$ cat src/rtl/lms_pkg.sv
// Shared widths, sample types and board constants for the LMS frontend
// Referenced by scoped name from every RTL block
package lms_pkg;

   // Widths fixed by the LMS chip and the board
   localparam int LMS_BUS_W    = 12;                       // LMS RX/TX data bus
   localparam int ADC_PAD_BITS = 2;                        // Zero LSBs below a received word
   localparam int ADC_SAMPLE_W = LMS_BUS_W + ADC_PAD_BITS; // Sample width seen by the DSP
   localparam int LED_W        = 7;                        // Five board LEDs plus two Ethernet

   // Length of the clock-ready history behind the synthesizer reset
   localparam int CLOCK_READY_DEPTH = 6;

   typedef logic [LMS_BUS_W-1:0]    lms_bus_t;
   typedef logic [ADC_SAMPLE_W-1:0] adc_sample_t;
   typedef logic [LED_W-1:0]        led_t;

   // Set bits mark active-low board LEDs, Ethernet LEDs pass as they are
   localparam led_t LED_POLARITY_MASK = 7'b001_1111;

endpackage

$ cat src/rtl/lms_rx_capture.sv
// Demultiplexes the two LMS receive buses into I and Q ADC samples
// The IQ select line of each bus steers the word, samples are padded to 14 bits
`timescale 1ns/1ps

module lms_rx_capture
(
   input  logic                 lms_clk,
   input  logic                 reset_i,
   input  lms_pkg::lms_bus_t    rx1_d_i,
   input  logic                 rx1_iqsel_i,
   input  lms_pkg::lms_bus_t    rx2_d_i,
   input  logic                 rx2_iqsel_i,
   output lms_pkg::adc_sample_t adc_i0_o,
   output lms_pkg::adc_sample_t adc_q0_o,
   output lms_pkg::adc_sample_t adc_i1_o,
   output lms_pkg::adc_sample_t adc_q1_o
);

   lms_pkg::adc_sample_t rx1_word;
   lms_pkg::adc_sample_t rx2_word;

   // Full-scale alignment for the DSP
   assign rx1_word = {rx1_d_i, {lms_pkg::ADC_PAD_BITS{1'b0}}};
   assign rx2_word = {rx2_d_i, {lms_pkg::ADC_PAD_BITS{1'b0}}};

   always_ff @(posedge lms_clk)
   begin
      if (reset_i)
      begin
         adc_i0_o <= '0;
         adc_q0_o <= '0;
      end
      else if (!rx1_iqsel_i)
         adc_i0_o <= rx1_word;  // I phase, Q holds
      else
         adc_q0_o <= rx1_word;  // Q phase, I holds
   end

   // Second channel, same select convention
   always_ff @(posedge lms_clk)
   begin
      if (reset_i)
      begin
         adc_i1_o <= '0;
         adc_q1_o <= '0;
      end
      else if (!rx2_iqsel_i)
         adc_i1_o <= rx2_word;
      else
         adc_q1_o <= rx2_word;
   end

endmodule

$ cat src/rtl/lms_tx_interleave.sv
// Interleaves the I and Q samples of both channels onto the LMS transmit buses
// One shared phase register drives both IQ select outputs
`timescale 1ns/1ps

module lms_tx_interleave
(
   input  logic              lms_clk,
   input  logic              reset_i,
   input  lms_pkg::lms_bus_t dac_i0_i,
   input  lms_pkg::lms_bus_t dac_q0_i,
   input  lms_pkg::lms_bus_t dac_i1_i,
   input  lms_pkg::lms_bus_t dac_q1_i,
   output lms_pkg::lms_bus_t tx1_d_o,
   output logic              tx1_iqsel_o,
   output lms_pkg::lms_bus_t tx2_d_o,
   output logic              tx2_iqsel_o
);

   // Phase currently on the buses
   typedef enum logic
   {
      PHASE_I = 1'b0,
      PHASE_Q = 1'b1
   } tx_phase_t;

   tx_phase_t phase_q;

   always_ff @(posedge lms_clk)
   begin
      if (reset_i)
      begin
         phase_q <= PHASE_Q;  // So the first edge after reset loads I
         tx1_d_o <= '0;
         tx2_d_o <= '0;
      end
      else if (phase_q == PHASE_Q)
      begin
         phase_q <= PHASE_I;
         tx1_d_o <= dac_i0_i;
         tx2_d_o <= dac_i1_i;
      end
      else
      begin
         phase_q <= PHASE_Q;
         tx1_d_o <= dac_q0_i;
         tx2_d_o <= dac_q1_i;
      end
   end

   // Select is low with I on the bus, high with Q
   assign tx1_iqsel_o = (phase_q == PHASE_Q);
   assign tx2_iqsel_o = (phase_q == PHASE_Q);

endmodule

$ cat src/rtl/spi_fanout.sv
// Fans one SPI master out to the DAC and both LMS chips
`timescale 1ns/1ps

module spi_fanout
(
   input  logic sclk_i,
   input  logic mosi_i,
   input  logic sen_dac_i,   // Active-low enables
   input  logic sen_lms1_i,
   input  logic sen_lms2_i,
   input  logic miso1_i,
   input  logic miso2_i,
   output logic sclk_dac_o,
   output logic mosi_dac_o,
   output logic sclk1_o,
   output logic mosi1_o,
   output logic sclk2_o,
   output logic mosi2_o,
   output logic miso_o
);

   // Unselected devices see a quiet bus
   assign sclk_dac_o = !sen_dac_i  && sclk_i;
   assign mosi_dac_o = !sen_dac_i  && mosi_i;
   assign sclk1_o    = !sen_lms1_i && sclk_i;
   assign mosi1_o    = !sen_lms1_i && mosi_i;
   assign sclk2_o    = !sen_lms2_i && sclk_i;
   assign mosi2_o    = !sen_lms2_i && mosi_i;

   // DAC has no readback, only the selected LMS answers
   assign miso_o = (!sen_lms1_i && miso1_i) || (!sen_lms2_i && miso2_i);

endmodule

$ cat src/rtl/board_status.sv
// Synthesizer reset pulse, LMS reset release and LED drive polarity
// The pulse follows the clock-ready history, LEDs leave with one cycle of latency
`timescale 1ns/1ps

module board_status
(
   input  logic          lms_clk,
   input  logic          reset_i,
   input  logic          clock_ready_i,
   input  lms_pkg::led_t leds_i,
   output logic          pll_rst_o,
   output logic          lms1_nrst_o,
   output logic          lms2_nrst_o,
   output lms_pkg::led_t leds_o
);

   logic [lms_pkg::CLOCK_READY_DEPTH-1:0] ready_hist_q;
   logic                                  lms_nrst_q;

   always_ff @(posedge lms_clk)
   begin
      if (reset_i)
      begin
         ready_hist_q <= '0;
         lms_nrst_q   <= 1'b0;  // Hold both chips in reset
         leds_o       <= lms_pkg::LED_POLARITY_MASK;
      end
      else
      begin
         ready_hist_q <= {ready_hist_q[lms_pkg::CLOCK_READY_DEPTH-2:0], clock_ready_i};
         lms_nrst_q   <= 1'b1;
         leds_o       <= leds_i ^ lms_pkg::LED_POLARITY_MASK;  // Drive low to light
      end
   end

   // High while the clock is coming up but not yet stable for the full history.
   // A clean rise gives DEPTH-1 cycles of pulse.
   assign pll_rst_o = (|ready_hist_q) && !(&ready_hist_q);

   assign lms1_nrst_o = lms_nrst_q;
   assign lms2_nrst_o = lms_nrst_q;

endmodule

$ cat src/rtl/lms_frontend_top.sv
// Board-level top of the dual LMS transceiver frontend
// Connects the receive, transmit, SPI and status blocks to the board pins
`timescale 1ns/1ps

module lms_frontend_top
(
   input  logic                 lms_clk,
   input  logic                 reset_i,
   // LMS receive buses
   input  lms_pkg::lms_bus_t    rx1_d_i,
   input  logic                 rx1_iqsel_i,
   input  lms_pkg::lms_bus_t    rx2_d_i,
   input  logic                 rx2_iqsel_i,
   output lms_pkg::adc_sample_t adc_i0_o,
   output lms_pkg::adc_sample_t adc_q0_o,
   output lms_pkg::adc_sample_t adc_i1_o,
   output lms_pkg::adc_sample_t adc_q1_o,
   // LMS transmit buses
   input  lms_pkg::lms_bus_t    dac_i0_i,
   input  lms_pkg::lms_bus_t    dac_q0_i,
   input  lms_pkg::lms_bus_t    dac_i1_i,
   input  lms_pkg::lms_bus_t    dac_q1_i,
   output lms_pkg::lms_bus_t    tx1_d_o,
   output logic                 tx1_iqsel_o,
   output lms_pkg::lms_bus_t    tx2_d_o,
   output logic                 tx2_iqsel_o,
   // SPI master side
   input  logic                 sclk_i,
   input  logic                 mosi_i,
   input  logic                 sen_dac_i,
   input  logic                 sen_lms1_i,
   input  logic                 sen_lms2_i,
   output logic                 miso_o,
   // SPI device pins
   output logic                 sclk_dac_o,
   output logic                 mosi_dac_o,
   output logic                 sen_dac_o,
   output logic                 sclk1_o,
   output logic                 mosi1_o,
   output logic                 sen1_o,
   input  logic                 miso1_i,
   output logic                 sclk2_o,
   output logic                 mosi2_o,
   output logic                 sen2_o,
   input  logic                 miso2_i,
   // Clocking, resets and LEDs
   input  logic                 clock_ready_i,
   output logic                 pll_rst_o,
   output logic                 lms1_nrst_o,
   output logic                 lms2_nrst_o,
   input  lms_pkg::led_t        leds_i,
   output lms_pkg::led_t        leds_o
);

   lms_rx_capture i_rx_capture
   (
      .lms_clk     (lms_clk),
      .reset_i     (reset_i),
      .rx1_d_i     (rx1_d_i),
      .rx1_iqsel_i (rx1_iqsel_i),
      .rx2_d_i     (rx2_d_i),
      .rx2_iqsel_i (rx2_iqsel_i),
      .adc_i0_o    (adc_i0_o),
      .adc_q0_o    (adc_q0_o),
      .adc_i1_o    (adc_i1_o),
      .adc_q1_o    (adc_q1_o)
   );

   lms_tx_interleave i_tx_interleave
   (
      .lms_clk     (lms_clk),
      .reset_i     (reset_i),
      .dac_i0_i    (dac_i0_i),
      .dac_q0_i    (dac_q0_i),
      .dac_i1_i    (dac_i1_i),
      .dac_q1_i    (dac_q1_i),
      .tx1_d_o     (tx1_d_o),
      .tx1_iqsel_o (tx1_iqsel_o),
      .tx2_d_o     (tx2_d_o),
      .tx2_iqsel_o (tx2_iqsel_o)
   );

   spi_fanout i_spi_fanout
   (
      .sclk_i     (sclk_i),
      .mosi_i     (mosi_i),
      .sen_dac_i  (sen_dac_i),
      .sen_lms1_i (sen_lms1_i),
      .sen_lms2_i (sen_lms2_i),
      .miso1_i    (miso1_i),
      .miso2_i    (miso2_i),
      .sclk_dac_o (sclk_dac_o),
      .mosi_dac_o (mosi_dac_o),
      .sclk1_o    (sclk1_o),
      .mosi1_o    (mosi1_o),
      .sclk2_o    (sclk2_o),
      .mosi2_o    (mosi2_o),
      .miso_o     (miso_o)
   );

   // Chip enables go to the pins unchanged
   assign sen_dac_o = sen_dac_i;
   assign sen1_o    = sen_lms1_i;
   assign sen2_o    = sen_lms2_i;

   board_status i_board_status
   (
      .lms_clk       (lms_clk),
      .reset_i       (reset_i),
      .clock_ready_i (clock_ready_i),
      .leds_i        (leds_i),
      .pll_rst_o     (pll_rst_o),
      .lms1_nrst_o   (lms1_nrst_o),
      .lms2_nrst_o   (lms2_nrst_o),
      .leds_o        (leds_o)
   );

endmodule

$ cat config.mk
export PLATFORM = sky130hd
export DESIGN_NAME = lms_frontend_top
export DESIGN_NICKNAME = d
export VERILOG_FILES = /design/src/rtl/lms_pkg.sv /design/src/rtl/lms_rx_capture.sv /design/src/rtl/lms_tx_interleave.sv /design/src/rtl/spi_fanout.sv /design/src/rtl/board_status.sv /design/src/rtl/lms_frontend_top.sv
export SDC_FILE = /design/constraint.sdc
export NUM_CORES = 1
export LEC_CHECK = 0
export ABC_AREA = 0
export BUFFER_PORTS_ARGS = -buffer_cell sky130_fd_sc_hd__buf_2
export CAP_MARGIN = 20
export CORE_ASPECT_RATIO = 0.75
export CORE_MARGIN = 2
export CORE_UTILIZATION = 43
export DETAILED_ROUTE_END_ITERATION = 16
export GPL_TIMING_DRIVEN = 0
export PLACE_DENSITY = 0.8
export SYNTH_ARGS = -nofsm -noshare
export SYNTH_HDL_FRONTEND = slang
export SYNTH_SLANG_ARGS = --single-unit
$ cat constraint.sdc
create_clock -name lms_clk -period 1.28 [get_ports lms_clk]
set_input_delay 0.064 -clock lms_clk [delete_from_list [all_inputs] [get_ports lms_clk]]
set_output_delay 0.064 -clock lms_clk [all_outputs]
set_load 0.01 [all_outputs]
* Yosys cells after proc, flatten, opt, wreduce, memory -nomap -nowiden
Cells that the tools add are included.
** Cells by class
- Multiply operators :: 0
- Divide/modulo/power cells :: 0
- Bitwise operators :: 1
- Reductions and logical operators :: 16
- Equal/unequal tests :: 0
- Add/subtract/negate cells :: 0
- Mux-type cells :: 4
- Order comparisons :: 0
- Shift operators :: 0
** Operators with widths (count)
- 12-bit two-way mux :: 2
- 1-bit logical AND :: 9
- 6-bit AND reduction :: 1
- 6-bit OR reduction :: 1
- 5-bit NOT :: 1
- 1-bit zero test :: 4
- 1-bit two-way mux :: 2
- 1-bit logical OR :: 1
** Storage, ports and cells
- Input port bits :: 91
- Output and inout bits :: 102
- Bits in registers :: 87
- Latch bits :: 0
- RAM bits :: 0
- Memory bits (read-only) :: 0
- Memories kept :: 0

* Longest topological paths before layout
- Depth after elaboration :: 3
- Depth in mapped cells :: 4

* By module
From an unflattened synthesis, not the netlist that was laid out.
** Unflattened totals
- Cells, all modules :: 291
- Area total of the unflattened synthesis :: 3205.6 um2
** Modules (own cells, without submodules)
- lms_rx_capture :: seq. area each 960.9 um2, area each 1810.5 um2, cells an instance 164, instances 1
- lms_tx_interleave :: seq. area each 500.5 um2, area each 910.9 um2, cells an instance 81, instances 1
- board_status :: seq. area each 280.3 um2, area each 404.1 um2, cells an instance 34, instances 1
- spi_fanout :: seq. area each 0.0 um2, area each 57.6 um2, cells an instance 9, instances 1
- lms_frontend_top :: seq. area each 0.0 um2, area each 22.5 um2, cells an instance 3, instances 1

* Worst setup path after synthesis
Ideal clock, no wire load.
- Path kind :: register to register
- Start point :: register i_tx_interleave.phase_q (netlist: i_tx_interleave.tx1_iqsel_o)
- End point :: register i_tx_interleave.tx1_d_o[0]
- Cell stages (with the launch flop) :: 5
- Required time :: 1.152 ns
- Setup time :: 0.128 ns
- Data arrival time :: 0.902 ns
- Slack :: 0.250 ns
- Clock period less this slack :: 1.030 ns
- Path through :: dfxtp_1 -> buf_6 -> buf_12 -> mux2i_1 -> nor2_1
** Between the ends
- Word-level cells in the longest chain between the ends :: 1
** Ends and longest elaborated chain
- start, declared :: line lms_tx_interleave.sv:26 : tx_phase_t phase_q;
- start signal, assigned :: line lms_tx_interleave.sv:32 : phase_q <= PHASE_Q;
- start signal, assigned :: line lms_tx_interleave.sv:38 : phase_q <= PHASE_I;
- start signal, assigned :: line lms_tx_interleave.sv:44 : phase_q <= PHASE_Q;
- 12-bit two-way mux :: line lms_tx_interleave.sv:36 : else if (phase_q == PHASE_Q)
- end signal, assigned :: line lms_tx_interleave.sv:39 : tx1_d_o <= dac_i0_i;
- end signal, assigned :: line lms_tx_interleave.sv:45 : tx1_d_o <= dac_q0_i;
- end, declared :: line lms_tx_interleave.sv:13 : output lms_pkg::lms_bus_t tx1_d_o,
No other way between the ends.
A chain may end at the register's enable or synchronous reset.

* Final worst setup path
- Start point :: register i_board_status.ready_hist_q[1] (netlist name)
- End point :: output pll_rst_o
** Between the ends
- Word-level cells in the longest chain between the ends :: 3
- Elaborated cells between the ends (all ways) :: 4
** Ends and longest elaborated chain
- start, declared :: line board_status.sv:17 : logic [lms_pkg::CLOCK_READY_DEPTH-1:0] ready_hist_q;
- start signal, assigned :: line board_status.sv:30 : ready_hist_q <= {ready_hist_q[lms_pkg::CLOCK_READY_DEPTH-2:0], clock_ready_i};
- 6-bit AND reduction :: line board_status.sv:38 : assign pll_rst_o = (|ready_hist_q) && !(&ready_hist_q);
- 1-bit zero test :: line board_status.sv:38
- 1-bit logical AND * :: line board_status.sv:38
- end, declared :: line lms_frontend_top.sv:48 : output logic pll_rst_o,
Every way passes the cells marked *; elsewhere a longest branch is shown, timed or not.

==> flow_summary.toml <==
[timing]
timing_hold_violations_final = 0
whs_ps = 26.1
fin_setup_tns_ps = 0
rsz0062_at_grt = "yes"
finalWorstSetupSlack_ps = 12.6
timing.final.crit_share_pct = 99.0
skew_ps = 5.61
clock.fmax_ghz = 0.789
drv_slew = 0
period_needed_ps = 1270
finalSetupViolCount = 0

[placement]
gp_congestion = 0.772
dp_hpwl_um = 5890
io_buffers = 181
preCtsSetupSlack_ps = 164

[drt]
viasPerCell = 4.52
wl_per_cell_um = 14.1
drtIter0Drc = 64
drcViolationCount = 0
num_vias = 3056
drtAntennaViolNets = 0
drtPass1Iterations = 5
routed_wl_um = 9520

[logic_synthesis]
yosysSeqAreaShare_pct = 54.5
yosys.cell_types.count = 16
yosysWarnings = 0
syn_area_sq_um = 3190
synth-seq-cells = 87
synthCells = 292
syn_area_per_cell_sq_um = 10.9

[global_routing]
grt_pass1_wl_um = 15100
grt-ovfl-total = 0
antenna_found_initial = 0
grt_pass1_vias = 3075
grt_max_degree = 16
grt.total_usage_pct = 23.5

[clock_tree]
htree_levels = 3
worstSkewPairLatency_ps = 340
cts_setup_buffers = 0
root_buffer = "clkbuf_8"
cts_inserted_buffers = 9
path_clk_slew_ps = 80
cts_tree = "done"
clk_path_buf_depth = 2
cts.sinks = 87

[status]
status = "finished, final reports clean"

[floorplan]
die_x_um = 104
io_pins = 193
fp-row-count = 27
die-height_um = 78.6
start_util_pct = 44.0
die_area_sq_um = 8140
core_region_area_sq_um = 7260

[pwr]
cell_internal_pwr_w = 0.00438
clkPwrFrac_pct = 31.7
switchingPower_w = 0.00154
ir_drop_mv = 0.716
p_leak_nw = 2.79
p_comb_share_pct = 18.7
finalPower_w = 0.00592
switching_share_pct = 26.0
p_per_area_nw_per_um2 = 1130
p_seq_share_pct = 49.6

[setup_path]
ff2ff_setup_slack_ps = 150
r2r-end = "i_tx_interleave.tx2_d_o[6]"
worstPathArrival_ps = 1200
crit_path_start_kind = "register"
setup.worst_path.end = "pll_rst_o"
startpoint = "i_board_status.ready_hist_q[1]"
worstSetupPathType = "register to output pin"
worst_r2r_path_depth = 4
r2r-start = "i_tx_interleave.tx1_iqsel_o"
worstSetupEndpointType = "output pin"
worstPathMaxFanout = 3
crit_required_ps = 1220

[flow_run]
drv_cap = 0

[layout]
syn_to_final_growth_pct = 64.6
layout.cells.most_common = "buf_2"
drive_gt1_share_pct = 39.5
diodes = 0
finalNetCount = 662
final_cell_mix = "buf_2, dfxtp_1, dlygate4sd3_1"

[hold_path]
hp-class = "input port to register"
-- Yosys cell counts --
cell | count | area share [%]
a2bb2oi_1 | 1 | 0.27
buf_12 | 6 | 3.8
buf_2 | 4 | 0.63
buf_4 | 14 | 3.3
buf_6 | 4 | 1.4
clkbuf_1 | 3 | 0.35
conb_1 | 1 | 0.12
dfxtp_1 | 87 | 55
inv_1 | 3 | 0.35
mux2i_1 | 72 | 23
nand2_1 | 7 | 0.82
nand4_1 | 1 | 0.20
nor2_1 | 73 | 8.6
nor2b_1 | 14 | 2.7
nor4_1 | 1 | 0.20
o22ai_1 | 1 | 0.20
-- power groups by stage --
stage	clock network, W	registers [W]	logic [W]
2_1_floorplan	0	0.00307	0.000421
3_3_place_gp	0	0.00299	0.000879
3_5_place_dp	0	0.00300	0.000901
4_1_cts	0.00191	0.00293	0.00109
5_1_grt	0.00204	0.00296	0.00120
6_report	0.00188	0.00294	0.00111
-- critical path, cell delays in order (launching register included) --
cell and delay [ps]:
dfxtp_2 340, nor4_2 270, a2bb2oi_1 110, buf_2 150
-- timing repair --
action / in CTS / in global routing
hold buffers: 80 / 0
endpoints found under the setup margin: 1 / 1
gates cloned: 0 / 0
resized for setup: 2 / 1
endpoints found under the hold margin: 79 / 0
pin swaps: 2 / 2
-- sequential cells by signal, indices dropped and copies added (netlist names) --
name,flops
i_board_status.lms1_nrst_o,1
i_rx_capture.adc_i1_o,12
i_board_status.ready_hist_q,6
i_rx_capture.adc_i0_o,12
i_tx_interleave.tx1_iqsel_o,1
i_tx_interleave.tx1_d_o,12
i_rx_capture.adc_q1_o,12
i_tx_interleave.tx2_d_o,12
i_rx_capture.adc_q0_o,12
i_board_status.leds_o,7
-- metal layers --
| layer | part of all wire [%] | routed length (um) | GRT usage (%) |
|---|---|---|---|
| met5 | 0 | 0 | 0 |
| met4 | 2.5 | 238 | 7.84 |
| met3 | 8.4 | 795 | 9.80 |
| met2 | 49 | 4630 | 41.5 |
| met1 | 40 | 3850 | 25.9 |
-- area by class of cell --
class / count / area [sq um]
Fill cell: 492 / 2010
Sequential cell: 87 / 1740
Timing Repair Buffer: 261 / 1710
Multi-Input combinational cell: 178 / 1170
Buffer: 31 / 302
Tap cell: 101 / 126
Clock buffer: 9 / 124
Clock inverter: 6 / 70.1
Inverter: 3 / 11.3
-- cells by family after synthesis --
group                  after synthesis  synth area share [%]
and+or+nand+nor                     96                  12.5
DFF                                 87                  54.5
muxes                               72                  22.6
buffers and inverters               34                  9.79
AOI/OAI and AO/OA                    2                 0.470
other                                1                 0.117
-- stage by stage --
stage / area [sq um] / std cells / utilization [%]
3_5_place_dp: 4250 / 581 / 58.6
2_1_floorplan: 3220 / 299 / -
5_1_grt: 5260 / 676 / 72.4
6_report: 5260 / 676 / 72.4
4_1_cts: 5260 / 676 / 72.4
3_3_place_gp: 4250 / 581 / 58.6
-- how the worst min path moves through the flow --
stage                     start                          to  slack (ps)  cells past startpoint
floorplan             leds_i[4]    i_board_status.leds_o[4]         130                      1
global placement      leds_i[4]    i_board_status.leds_o[4]         230                      2
detailed placement    leds_i[4]    i_board_status.leds_o[4]         230                      2
CTS                 dac_i1_i[6]  i_tx_interleave.tx2_d_o[6]          10                      3
global route        rx1_iqsel_i    i_rx_capture.adc_q0_o[3]          30                      3
finish              rx2_iqsel_i    i_rx_capture.adc_q1_o[2]          30                      3
Note: power is estimated with default switching activity, not from simulation.
